## config.mk

```make
export PLATFORM = sky130hd
export DESIGN_NAME = pfilt_top
export DESIGN_NICKNAME = d
export VERILOG_FILES = /design/src/verilog/pfilt_pkg.sv /design/src/verilog/pfilt_apb_regs.sv /design/src/verilog/pfilt_core.sv /design/src/verilog/pfilt_forwarder.sv /design/src/verilog/pfilt_snooper.sv /design/src/verilog/pfilt_top.sv
export VERILOG_INCLUDE_DIRS = /design/src /design/src/verilog
export SDC_FILE = /design/constraint.sdc
export NUM_CORES = 2
export LEC_CHECK = 0
export BUFFER_PORTS_ARGS = -buffer_cell sky130_fd_sc_hd__buf_2
export CAP_MARGIN = 20
export CELL_PAD_IN_SITES_DETAIL_PLACEMENT = 1
export CELL_PAD_IN_SITES_GLOBAL_PLACEMENT = 2
export CORE_AREA = 2 2 557 559
export DETAILED_ROUTE_END_ITERATION = 7
export DIE_AREA = 0 0 559 561
export MAX_ROUTING_LAYER = met4
export PLACE_DENSITY_LB_ADDON = 0.15
export SKIP_LAST_GASP = 1
export SLEW_MARGIN = 20
export SYNTH_ARGS = -nofsm -noshare
export SYNTH_HDL_FRONTEND = slang
export SYNTH_SLANG_ARGS = --single-unit
```

## constraint.sdc

```tcl
create_clock -name clk -period 6.65 [get_ports clk]
set_input_delay 0.665 -clock clk [delete_from_list [all_inputs] [get_ports clk]]
set_output_delay 0.665 -clock clk [all_outputs]
set_load 0.05 [all_outputs]
```

## src/verilog/pfilt_defs.svh

```systemverilog
`ifndef PFILT_DEFS_SVH
`define PFILT_DEFS_SVH

// Stream word and byte enables
`define PF_DATA_W       32
`define PF_KEEP_W       4

// Packet buffer, one packet at a time
`define PF_BUF_DEPTH    64
`define PF_BUF_AW       6

// Program memory
`define PF_PROG_DEPTH   16
`define PF_PROG_AW      4

`define PF_LEN_W        9       // Byte length, up to 256
`define PF_MAX_STEPS    64      // Runaway guard
`define PF_CNT_W        16      // Event counters
`define PF_APB_AW       8

// Register map
`define PF_REG_CTRL      8'h00  // Bit 0 start
`define PF_REG_DROPPED   8'h04
`define PF_REG_ACCEPTED  8'h08
`define PF_REG_REJECTED  8'h0C
`define PF_REG_INST_ADDR 8'h10
`define PF_REG_INST_DATA 8'h14  // Write-only, bumps INST_ADDR

`endif

```

## src/verilog/pfilt_pkg.sv

```systemverilog
`include "pfilt_defs.svh"

package pfilt_pkg;

    // Unlisted opcodes reject
    typedef enum logic [3:0] {
        OP_REJ = 4'h0,
        OP_CMP = 4'h1,  // Half-word equality, sets flag
        OP_JT  = 4'h2,  // Jump on flag set
        OP_JF  = 4'h3,  // Jump on flag clear
        OP_JMP = 4'h4,
        OP_ACC = 4'h5
    } pf_op_e;

    // Compare view
    typedef struct packed {
        pf_op_e                op;
        logic [`PF_BUF_AW-1:0] word_idx;   // Buffer word to test
        logic                  half;       // 1 selects upper half
        logic [4:0]            reserved;
        logic [15:0]           value;
    } pf_cmp_t;

    // Jump view
    typedef struct packed {
        pf_op_e                          op;
        logic [27-`PF_PROG_AW:0]         reserved;
        logic [`PF_PROG_AW-1:0]          target;
    } pf_jmp_t;

    typedef union packed {
        pf_cmp_t cmp;
        pf_jmp_t jmp;
    } pf_inst_u;

endpackage

```

## src/verilog/pfilt_apb_regs.sv

```systemverilog
`include "pfilt_defs.svh"

module pfilt_apb_regs (
    input  logic                   clk,
    input  logic                   arst_n,
    input  logic [`PF_APB_AW-1:0]  paddr,
    input  logic                   psel,
    input  logic                   penable,
    input  logic                   pwrite,
    input  logic [31:0]            pwdata,
    output logic [31:0]            prdata,
    output logic                   pready,
    output logic                   pslverr,
    input  logic                   drop_pulse,
    input  logic                   acc_pulse,
    input  logic                   rej_pulse,
    output logic                   run,
    output logic                   prog_wr_en,
    output logic [`PF_PROG_AW-1:0] prog_wr_addr,
    output pfilt_pkg::pf_inst_u    prog_wr_data
);

    logic                   wr_acc;     // Write in access phase
    logic                   addr_hit;
    logic [`PF_PROG_AW-1:0] inst_addr;
    logic [`PF_CNT_W-1:0]   cnt_drop;
    logic [`PF_CNT_W-1:0]   cnt_acc;
    logic [`PF_CNT_W-1:0]   cnt_rej;

    // Counters stick at all ones
    function automatic logic [`PF_CNT_W-1:0] sat_inc(input logic [`PF_CNT_W-1:0] c,
                                                     input logic inc);
        return (inc && c != '1) ? c + 1'b1 : c;
    endfunction

    assign pready = 1'b1;   // No wait states
    assign wr_acc = psel && penable && pwrite;

    // Program load strobe straight off the bus
    assign prog_wr_en   = wr_acc && paddr == `PF_REG_INST_DATA;
    assign prog_wr_addr = inst_addr;
    assign prog_wr_data = pwdata;

    // Read mux and address decode
    always_comb begin
        addr_hit = 1'b1;
        prdata   = '0;
        case (paddr)
            `PF_REG_CTRL:      prdata[0] = run;
            `PF_REG_DROPPED:   prdata[`PF_CNT_W-1:0] = cnt_drop;
            `PF_REG_ACCEPTED:  prdata[`PF_CNT_W-1:0] = cnt_acc;
            `PF_REG_REJECTED:  prdata[`PF_CNT_W-1:0] = cnt_rej;
            `PF_REG_INST_ADDR: prdata[`PF_PROG_AW-1:0] = inst_addr;
            `PF_REG_INST_DATA: prdata = '0;    // Reads as zero
            default:           addr_hit = 1'b0;
        endcase
    end

    always_ff @(posedge clk or negedge arst_n) begin
        if (!arst_n) begin
            run       <= 1'b0;
            inst_addr <= '0;
            pslverr   <= 1'b0;
            cnt_drop  <= '0;
            cnt_acc   <= '0;
            cnt_rej   <= '0;
        end else begin
            pslverr  <= psel && !penable && !addr_hit;   // Decoded in setup, shown in access
            cnt_drop <= sat_inc(cnt_drop, drop_pulse);
            cnt_acc  <= sat_inc(cnt_acc, acc_pulse);
            cnt_rej  <= sat_inc(cnt_rej, rej_pulse);
            if (wr_acc && paddr == `PF_REG_CTRL)
                run <= pwdata[0];
            if (wr_acc && paddr == `PF_REG_INST_ADDR)
                inst_addr <= pwdata[`PF_PROG_AW-1:0];
            else if (prog_wr_en)
                inst_addr <= inst_addr + 1'b1;  // Next slot for a streamed program
        end
    end

    // Error flag belongs to the access phase of the same transfer
    a_slverr_access: assert property (@(posedge clk) disable iff (!arst_n)
        pslverr |-> psel && penable);

endmodule

```

## src/verilog/pfilt_core.sv

```systemverilog
`include "pfilt_defs.svh"

module pfilt_core (
    input  logic                   clk,
    input  logic                   arst_n,
    input  logic                   run,
    input  logic                   buf_wr_en,
    input  logic [`PF_BUF_AW-1:0]  buf_wr_addr,
    input  logic [`PF_DATA_W-1:0]  buf_wr_data,
    input  logic                   sn_done,
    input  logic [`PF_LEN_W-1:0]   sn_byte_len,
    input  logic                   prog_wr_en,
    input  logic [`PF_PROG_AW-1:0] prog_wr_addr,
    input  pfilt_pkg::pf_inst_u    prog_wr_data,
    input  logic                   buf_rd_en,
    input  logic [`PF_BUF_AW-1:0]  buf_rd_addr,
    input  logic                   fwd_done,
    output logic                   core_idle,
    output logic [`PF_DATA_W-1:0]  buf_rd_data,
    output logic                   fwd_req,
    output logic [`PF_LEN_W-1:0]   fwd_byte_len,
    output logic                   acc_pulse,
    output logic                   rej_pulse
);

    import pfilt_pkg::*;

    localparam int STEP_W = $clog2(`PF_MAX_STEPS + 1);

    localparam logic [1:0] C_IDLE = 2'd0;
    localparam logic [1:0] C_EXEC = 2'd1;   // Fetch and execute
    localparam logic [1:0] C_CMP  = 2'd2;   // Compare, buffer word now valid
    localparam logic [1:0] C_FWD  = 2'd3;   // Packet handed to forwarder

    logic [`PF_DATA_W-1:0]  pkt_mem [`PF_BUF_DEPTH];
    pf_inst_u               prog_mem [`PF_PROG_DEPTH];
    pf_inst_u               inst;
    logic [1:0]             state;
    logic [`PF_PROG_AW-1:0] pc;
    logic                   flag;
    logic [STEP_W-1:0]      steps;
    logic                   rd_en;
    logic [`PF_BUF_AW-1:0]  rd_addr;
    logic [15:0]            cmp_half;

    assign inst      = prog_mem[pc];    // Async fetch
    assign core_idle = state == C_IDLE;
    assign fwd_req   = state == C_FWD;

    // One read port, shared by engine and forwarder
    assign rd_en   = buf_rd_en || state == C_EXEC;
    assign rd_addr = (state == C_FWD) ? buf_rd_addr : inst.cmp.word_idx;

    assign cmp_half = inst.cmp.half ? buf_rd_data[`PF_DATA_W-1:`PF_DATA_W/2]
                                    : buf_rd_data[`PF_DATA_W/2-1:0];

    always_ff @(posedge clk) begin
        if (buf_wr_en)
            pkt_mem[buf_wr_addr] <= buf_wr_data;
        if (rd_en)
            buf_rd_data <= pkt_mem[rd_addr];    // Holds while no read
        if (prog_wr_en)
            prog_mem[prog_wr_addr] <= prog_wr_data;
    end

    always_ff @(posedge clk or negedge arst_n) begin
        if (!arst_n) begin
            state        <= C_IDLE;
            pc           <= '0;
            flag         <= 1'b0;
            steps        <= '0;
            fwd_byte_len <= '0;
            acc_pulse    <= 1'b0;
            rej_pulse    <= 1'b0;
        end else begin
            acc_pulse <= 1'b0;
            rej_pulse <= 1'b0;
            if (!run) begin
                state <= C_IDLE;
            end else begin
                case (state)
                    C_IDLE: begin
                        if (sn_done) begin
                            state        <= C_EXEC;
                            pc           <= '0;
                            flag         <= 1'b0;
                            steps        <= '0;
                            fwd_byte_len <= sn_byte_len;
                        end
                    end
                    C_EXEC: begin
                        steps <= steps + 1'b1;
                        if (steps == STEP_W'(`PF_MAX_STEPS)) begin
                            rej_pulse <= 1'b1;      // Step limit hit
                            state     <= C_IDLE;
                        end else begin
                            case (inst.cmp.op)
                                OP_CMP: state <= C_CMP;
                                OP_JT:  pc <= flag ? inst.jmp.target : pc + 1'b1;
                                OP_JF:  pc <= flag ? pc + 1'b1 : inst.jmp.target;
                                OP_JMP: pc <= inst.jmp.target;
                                OP_ACC: begin
                                    acc_pulse <= 1'b1;
                                    state     <= C_FWD;
                                end
                                default: begin
                                    rej_pulse <= 1'b1;  // OP_REJ and unknown codes
                                    state     <= C_IDLE;
                                end
                            endcase
                        end
                    end
                    C_CMP: begin
                        flag  <= cmp_half == inst.cmp.value;
                        pc    <= pc + 1'b1;
                        state <= C_EXEC;
                    end
                    default: begin
                        if (fwd_done)
                            state <= C_IDLE;    // Buffer free again
                    end
                endcase
            end
        end
    end

    a_one_verdict: assert property (@(posedge clk) disable iff (!arst_n)
        !(acc_pulse && rej_pulse));

endmodule

```

## src/verilog/pfilt_forwarder.sv

```systemverilog
`include "pfilt_defs.svh"

module pfilt_forwarder (
    input  logic                  clk,
    input  logic                  arst_n,
    input  logic                  run,
    input  logic                  fwd_req,
    input  logic [`PF_LEN_W-1:0]  fwd_byte_len,
    input  logic [`PF_DATA_W-1:0] buf_rd_data,
    input  logic                  out_ready,
    output logic                  buf_rd_en,
    output logic [`PF_BUF_AW-1:0] buf_rd_addr,
    output logic                  out_valid,
    output logic [`PF_DATA_W-1:0] out_data,
    output logic [`PF_KEEP_W-1:0] out_keep,
    output logic                  out_last,
    output logic                  fwd_done
);

    localparam int CNT_W = `PF_BUF_AW + 1;  // Counts up to a full buffer
    localparam int REM_W = $clog2(`PF_KEEP_W);

    logic             active;
    logic [CNT_W-1:0] rd_idx;       // Words read so far
    logic [CNT_W-1:0] n_words;
    logic [REM_W-1:0] rem;
    logic [`PF_KEEP_W-1:0] last_keep;
    logic             xfer;

    assign n_words   = CNT_W'((fwd_byte_len + `PF_KEEP_W - 1) / `PF_KEEP_W);
    assign rem       = fwd_byte_len[REM_W-1:0];
    assign last_keep = (rem == '0) ? '1 : ~({`PF_KEEP_W{1'b1}} << rem);
    assign xfer      = out_valid && out_ready;

    // Read when the output slot is empty or emptying this cycle
    assign buf_rd_en   = active && rd_idx < n_words && (!out_valid || out_ready);
    assign buf_rd_addr = rd_idx[`PF_BUF_AW-1:0];
    assign out_data    = buf_rd_data;   // Buffer read register is the data stage

    always_ff @(posedge clk or negedge arst_n) begin
        if (!arst_n) begin
            active    <= 1'b0;
            rd_idx    <= '0;
            out_valid <= 1'b0;
            out_keep  <= '0;
            out_last  <= 1'b0;
            fwd_done  <= 1'b0;
        end else if (!run) begin
            active    <= 1'b0;
            out_valid <= 1'b0;
            fwd_done  <= 1'b0;
        end else begin
            fwd_done <= 1'b0;
            if (!active && fwd_req && !fwd_done) begin
                active <= 1'b1;     // fwd_done guard stops a restart on the old request
                rd_idx <= '0;
            end
            if (buf_rd_en) begin
                rd_idx    <= rd_idx + 1'b1;
                out_valid <= 1'b1;
                out_last  <= rd_idx == n_words - 1'b1;
                out_keep  <= (rd_idx == n_words - 1'b1) ? last_keep : '1;
            end else if (xfer) begin
                out_valid <= 1'b0;
            end
            if (xfer && out_last) begin
                active   <= 1'b0;
                fwd_done <= 1'b1;
            end
        end
    end

    // Relies on the core holding its read register between reads
    a_hold_data: assert property (@(posedge clk) disable iff (!arst_n)
        out_valid && !out_ready && run |=> out_valid && $stable(out_data));

endmodule

```

## src/verilog/pfilt_snooper.sv

```systemverilog
`include "pfilt_defs.svh"

module pfilt_snooper (
    input  logic                  clk,
    input  logic                  arst_n,
    input  logic                  run,
    input  logic                  in_valid,
    input  logic                  in_ready,
    input  logic [`PF_DATA_W-1:0] in_data,
    input  logic [`PF_KEEP_W-1:0] in_keep,
    input  logic                  in_last,
    input  logic                  core_idle,
    output logic                  buf_wr_en,
    output logic [`PF_BUF_AW-1:0] buf_wr_addr,
    output logic [`PF_DATA_W-1:0] buf_wr_data,
    output logic                  sn_done,
    output logic [`PF_LEN_W-1:0]  sn_byte_len,
    output logic                  drop_pulse
);

    localparam logic [1:0] S_IDLE    = 2'd0;  // Between packets
    localparam logic [1:0] S_CAPTURE = 2'd1;
    localparam logic [1:0] S_DISCARD = 2'd2;  // Skip to in_last

    logic                 beat;
    logic [1:0]           state;
    logic [`PF_LEN_W-1:0] keep_cnt;
    logic                 can_take;

    assign beat     = in_valid && in_ready;
    assign keep_cnt = `PF_LEN_W'($countones(in_keep));
    // sn_done still pending means the core has not left idle yet
    assign can_take = run && core_idle && !sn_done;

    always_ff @(posedge clk or negedge arst_n) begin
        if (!arst_n) begin
            state       <= S_IDLE;
            buf_wr_en   <= 1'b0;
            buf_wr_addr <= '0;
            sn_done     <= 1'b0;
            sn_byte_len <= '0;
            drop_pulse  <= 1'b0;
        end else begin
            buf_wr_en  <= 1'b0;
            sn_done    <= 1'b0;
            drop_pulse <= 1'b0;
            if (beat) begin
                case (state)
                    S_IDLE: begin
                        if (can_take) begin
                            buf_wr_en   <= 1'b1;
                            buf_wr_addr <= '0;
                            sn_byte_len <= keep_cnt;
                            sn_done     <= in_last;     // Single-beat packet
                            state       <= in_last ? S_IDLE : S_CAPTURE;
                        end else begin
                            drop_pulse <= run;          // Count once, first beat only
                            state      <= in_last ? S_IDLE : S_DISCARD;
                        end
                    end
                    S_CAPTURE: begin
                        if (run) begin
                            buf_wr_en   <= 1'b1;
                            buf_wr_addr <= buf_wr_addr + 1'b1;
                            sn_byte_len <= sn_byte_len + keep_cnt;
                            sn_done     <= in_last;
                        end
                        state <= in_last ? S_IDLE : (run ? S_CAPTURE : S_DISCARD);
                    end
                    default: state <= in_last ? S_IDLE : S_DISCARD;
                endcase
            end else if (!run && state == S_CAPTURE) begin
                state <= S_DISCARD;     // Stopped mid-packet, wait for its end
            end
        end
    end

    // Payload, no reset
    always_ff @(posedge clk) begin
        if (beat)
            buf_wr_data <= in_data;
    end

    // Buffer overflow would wrap onto word 0
    a_no_overflow: assert property (@(posedge clk) disable iff (!arst_n)
        run && beat && state == S_CAPTURE |->
            buf_wr_addr != `PF_BUF_AW'(`PF_BUF_DEPTH - 1));

endmodule

```

## src/verilog/pfilt_top.sv

```systemverilog
`include "pfilt_defs.svh"

module pfilt_top (
    input  logic                  clk,
    input  logic                  arst_n,
    input  logic [`PF_APB_AW-1:0] paddr,
    input  logic                  psel,
    input  logic                  penable,
    input  logic                  pwrite,
    input  logic [31:0]           pwdata,
    output logic [31:0]           prdata,
    output logic                  pready,
    output logic                  pslverr,
    input  logic                  in_valid,
    input  logic                  in_ready,
    input  logic [`PF_DATA_W-1:0] in_data,
    input  logic [`PF_KEEP_W-1:0] in_keep,
    input  logic                  in_last,
    output logic                  out_valid,
    output logic [`PF_DATA_W-1:0] out_data,
    output logic [`PF_KEEP_W-1:0] out_keep,
    output logic                  out_last,
    input  logic                  out_ready
);

    import pfilt_pkg::*;

    logic                   run;
    logic                   prog_wr_en;
    logic [`PF_PROG_AW-1:0] prog_wr_addr;
    pf_inst_u               prog_wr_data;
    logic                   drop_pulse;
    logic                   acc_pulse;
    logic                   rej_pulse;
    // Snooper to core
    logic                   buf_wr_en;
    logic [`PF_BUF_AW-1:0]  buf_wr_addr;
    logic [`PF_DATA_W-1:0]  buf_wr_data;
    logic                   sn_done;
    logic [`PF_LEN_W-1:0]   sn_byte_len;
    logic                   core_idle;
    // Core to forwarder
    logic                   fwd_req;
    logic [`PF_LEN_W-1:0]   fwd_byte_len;
    logic                   buf_rd_en;
    logic [`PF_BUF_AW-1:0]  buf_rd_addr;
    logic [`PF_DATA_W-1:0]  buf_rd_data;
    logic                   fwd_done;

    pfilt_apb_regs i_regs (
        .clk, .arst_n, .paddr, .psel, .penable, .pwrite, .pwdata,
        .prdata, .pready, .pslverr,
        .drop_pulse, .acc_pulse, .rej_pulse,
        .run, .prog_wr_en, .prog_wr_addr, .prog_wr_data
    );

    pfilt_snooper i_snooper (
        .clk, .arst_n, .run,
        .in_valid, .in_ready, .in_data, .in_keep, .in_last,
        .core_idle,
        .buf_wr_en, .buf_wr_addr, .buf_wr_data,
        .sn_done, .sn_byte_len, .drop_pulse
    );

    pfilt_core i_core (
        .clk, .arst_n, .run,
        .buf_wr_en, .buf_wr_addr, .buf_wr_data, .sn_done, .sn_byte_len,
        .prog_wr_en, .prog_wr_addr, .prog_wr_data,
        .buf_rd_en, .buf_rd_addr, .fwd_done,
        .core_idle, .buf_rd_data, .fwd_req, .fwd_byte_len,
        .acc_pulse, .rej_pulse
    );

    pfilt_forwarder i_forwarder (
        .clk, .arst_n, .run,
        .fwd_req, .fwd_byte_len, .buf_rd_data, .out_ready,
        .buf_rd_en, .buf_rd_addr,
        .out_valid, .out_data, .out_keep, .out_last, .fwd_done
    );

endmodule
```

==> out/results.tsv <==
stage	metric	value	unit
outcome	run status	completed	
worst_hold_path	type of the worst min-delay path	in2reg	
placed_design	total placed cells including tap cells	11000	
clock_network	clock input transition at the sequential cells of the worst setup and hold paths	0.06	ns
setup_path	largest driver fanout on the critical path	95	
setup_path	worst reg2reg setup slack	1.25	ns
floorplanning	horizontal extent of the die	559	um
floorplanning	Die Area	314000	um^2
sta	Hold Vio Cnt, Final	0	
route	DR iter-0 viols	6150	
synth	main flop type after synthesis	sky130_fd_sc_hd__edfxtp_1	
synth	distinct cell type count after synthesis	80	
finish	proportion of layout cells with a drive suffix above 1	0.176	
global_route	wire length of the first global-routing pass	525000	um
route	residual DRC count	0	
finish	most frequent standard cell in the layout excluding fill and tap cells	sky130_fd_sc_hd__edfxtp_1	
setup_path	crit path launch type	register	
synth	count of flip-flops with a built-in enable after synthesis	2544	
setup_path	Crit Reg-Reg Startpoint	i_core.pc[0]	
floorplanning	core region area	308000	um^2
synth	gate count after technology mapping	6929	
finish	Nets	7365	
clock_network	master cell of the clock root buffer	sky130_fd_sc_hd__clkbuf_16	
clock_network	Max H-tree Level	5	
route	Total Routed Length	374000	um
placed_design	RD Place Congestion	0.829	
sta	setup clock skew after layout	0.0553	ns
clock_network	clock latency reported for the late side of the worst-skew pair	0.92	ns
floorplanning	initial standard-cell utilization of the core	0.348	
global_route	total global routing overflow	0	
route	Vias per Instance	5.64	
clock_network	Num Clock Sinks	2658	
route	number of nets with antenna violations after routing	0	
synth	Synth async-reset ratio	0.0429	
synth	cell area after synthesis	107000	um^2
sta	remaining max-slew budget at the tightest pin	0.215	
setup_path	Reg-to-Reg End	i_core.buf_rd_data[31]	
job	count of maximum capacitance violations	0	
sta	Worst Max-Slew Pin Slew	1.16	ns
synth	post-synthesis register bit count	2658	
floorplanning	die boundary height	561	um
synth	Yosys warnings	0	
synth	share of Yosys cell area claimed by the top area cell type	0.713	
placed_design	dpl cell area	115000	um^2
setup_path	category of the most critical setup path	reg2reg	
floorplanning	number of standard-cell rows in the floorplan	204	
sta	Setup violations, final	0	
floorplanning	IO Pins	157	
clock_network	number of buffers created by CTS	301	
global_route	number of antenna violations at the first check in global routing	53	
synth	average cell area after synthesis	15.5	um^2
global_route	gr usage total	0.241	
sta	worst hold margin	0.133	ns
worst_hold_path	end point of the most critical hold path	i_core.prog_mem[7][30]	
pwr	Cell Pwr Density	423	nW/um^2
finish	Synth-to-Final Area Change	16.2	%
sta	setup TNS after final layout	0	ns
setup_path	type of element capturing the critical path	register	
finish	most used cells in the layout excluding fill and tap cells	sky130_fd_sc_hd__edfxtp_1 (2544), sky130_fd_sc_hd__nand2_1 (733), sky130_fd_sc_hd__and3_1 (318)	
sta	maximum frequency from static timing analysis	185	MHz
synth	biggest area contributors in the synthesized netlist	sky130_fd_sc_hd__edfxtp_1 (71%), sky130_fd_sc_hd__dfrtp_1 (2.7%), sky130_fd_sc_hd__nand2_1 (2.6%)	
placed_design	HPWL Detailed	212000	um
setup_path	data arrival time at the worst-slack endpoint	6.04	ns
sta	Final min period	5.40	ns
route	number of vias after detailed routing	65700	
pwr	leakage power summed over all cells	41.2	nW
setup_path	r2r worst-path depth	11	
synth	share of synthesized area occupied by flip-flops and latches	0.740	
route	length of the first detailed-routing pass in iterations	8	
worst_hold_path	Hold Path Stages	1	
global_route	via count of the first global-routing pass	67600	
finish	final-layout fill cell count	30400	
global_route	pin count of the biggest net entering global routing	105	
synth	largest area contributor in the synthesized netlist	sky130_fd_sc_hd__edfxtp_1	
placed_design	input/output buffers	134	
pwr	worst IR drop on VDD	292	uV
clock_network	Bufs on Longest Clock Path	4	
sta	setup repair after global routing missed its margin	false	
route	average detailed-routed wire length per instance	32.0	um
clock_network	Resized Gates After CTS	0	
worst_hold_path	HP Start	pwdata[30]	
setup_path	Data required, critical path	7.30	ns
finish	Design Area, Final	124000	um^2
clock_network	clock tree from TritonCTS	done	
finish	Finished Layout Cells	11700	
sta	Slew Limit Fails	0	
pwr	power consumption	52.6	mW
sta	share of the clock period used by the worst path after layout	0.811	
==> report_power, final <==
part	switching [mW]	internal [mW]
combinational	11.8	5.20
sequential	0.557	18.8
clock	6.86	9.36
==> logic make-up after synthesis <==
group,count (synthesis),synth area share
flops,2658,0.740
simple gates,1965,0.0902
compound gates,1172,0.0845
fa+ha+maj,31,0.00374
buf+inv,602,0.0240
xor+xnor,77,0.00643
mux,422,0.0509
other cells,2,0.0000701
==> flip-flops by register name, indices dropped and copies added (netlist names), 2 cells and up <==
register,count
i_forwarder.out_keep,4
i_core.buf_rd_data,32
i_regs.cnt_acc,16
i_core.fwd_byte_len,9
i_core.steps,7
i_forwarder.rd_idx,7
i_regs.cnt_drop,16
i_core.pc,4
i_core.pkt_mem,2048
i_regs.prog_wr_addr,4
i_snooper.state,2
i_snooper.buf_wr_data,32
i_core.prog_mem,432
i_snooper.sn_byte_len,9
i_core.state,2
i_snooper.buf_wr_addr,6
i_regs.cnt_rej,16
==> critical path: stages (launching register included) <==
cell,delay (ns)
sky130_fd_sc_hd__dfrtp_4,0.62
sky130_fd_sc_hd__buf_12,0.50
sky130_fd_sc_hd__mux2i_1,0.18
sky130_fd_sc_hd__a221oi_1,0.45
sky130_fd_sc_hd__a22oi_1,0.23
sky130_fd_sc_hd__o221ai_1,0.39
sky130_fd_sc_hd__buf_4,0.28
sky130_fd_sc_hd__or3_1,0.70
sky130_fd_sc_hd__buf_4,0.35
sky130_fd_sc_hd__or4_1,0.24
sky130_fd_sc_hd__o21ai_0,0.40
sky130_fd_sc_hd__or4_1,0.60
==> cell type report <==
| cell class | instances | area [um^2] | area share |
|---|---|---|---|
| Antenna cell | 64 | 160 | 0.00129 |
| Clock buffer | 385 | 8050 | 0.0647 |
| Clock inverter | 150 | 1330 | 0.0106 |
| Inverter | 101 | 379 | 0.00305 |
| Multi-Input combinational cell | 3684 | 26100 | 0.210 |
| Sequential cell | 2658 | 79300 | 0.637 |
| Tap cell | 4120 | 5150 | 0.0414 |
| Timing Repair Buffer | 504 | 4000 | 0.0322 |
==> per-stage QoR <==
| stage | utilization | setup WS, ns |
|---|---|---|
| after detailed placement | 0.372 | 1.21 |
| after global routing | 0.404 | 0.992 |
| after floorplan | - | 3.00 |
| after global placement | 0.372 | 1.19 |
| final | 0.405 | 1.25 |
| after CTS | 0.404 | 1.17 |
==> cell usage after synthesis, drive strengths merged (22+ instances only) <==
| cell type | count |
|---|---|
| a2111oi | 91 |
| a211o | 22 |
| a211oi | 197 |
| a21boi | 75 |
| a21oi | 56 |
| a222oi | 22 |
| a22oi | 41 |
| a31o | 68 |
| a31oi | 67 |
| a32oi | 50 |
| a41o | 23 |
| and2 | 107 |
| and3 | 320 |
| buf | 156 |
| clkbuf | 345 |
| dfrtp | 114 |
| edfxtp | 2544 |
| ha | 28 |
| inv | 101 |
| mux2 | 174 |
| mux2i | 167 |
| mux4 | 81 |
| nand2 | 736 |
| nand3 | 227 |
| nand4 | 73 |
| nor2 | 236 |
| nor4 | 93 |
| o2111ai | 48 |
| o21ai | 98 |
| o221ai | 41 |
| o22ai | 52 |
| o32ai | 98 |
| o41ai | 22 |
| or3 | 44 |
| or4 | 46 |
| xnor2 | 38 |
| xor2 | 38 |
==> worst max-delay path by stage <==
stage | start | slack (ns) | endpoint | cells after the start
floorplan | i_core.state[0] | 3.00 | i_core.buf_rd_data[10] | 13
global placement | i_core.pc[0] | 1.19 | i_core.buf_rd_data[14] | 11
detailed placement | i_core.pc[0] | 1.21 | i_core.buf_rd_data[14] | 11
CTS | i_core.pc[0] | 1.17 | i_core.buf_rd_data[14] | 11
global route | i_core.pc[0] | 0.99 | i_core.buf_rd_data[2] | 11
finish | i_core.pc[0] | 1.25 | i_core.buf_rd_data[31] | 11
==> metal layers <==
| metal | global-route usage | share of wire |
|---|---|---|
| met1 | 0.312 | 0.43 |
| met2 | 0.401 | 0.50 |
| met3 | 0.0244 | 0.047 |
| met4 | 0.0680 | 0.029 |
| met5 | - | 0 |
==> repair_timing <==
action | in CTS | in global routing
hold endpoints to repair | 101 | 0
hold buffers | 36 | 0
buffers inserted | 0 | 0
No activity file was read; power rests on OpenSTA's default activity.
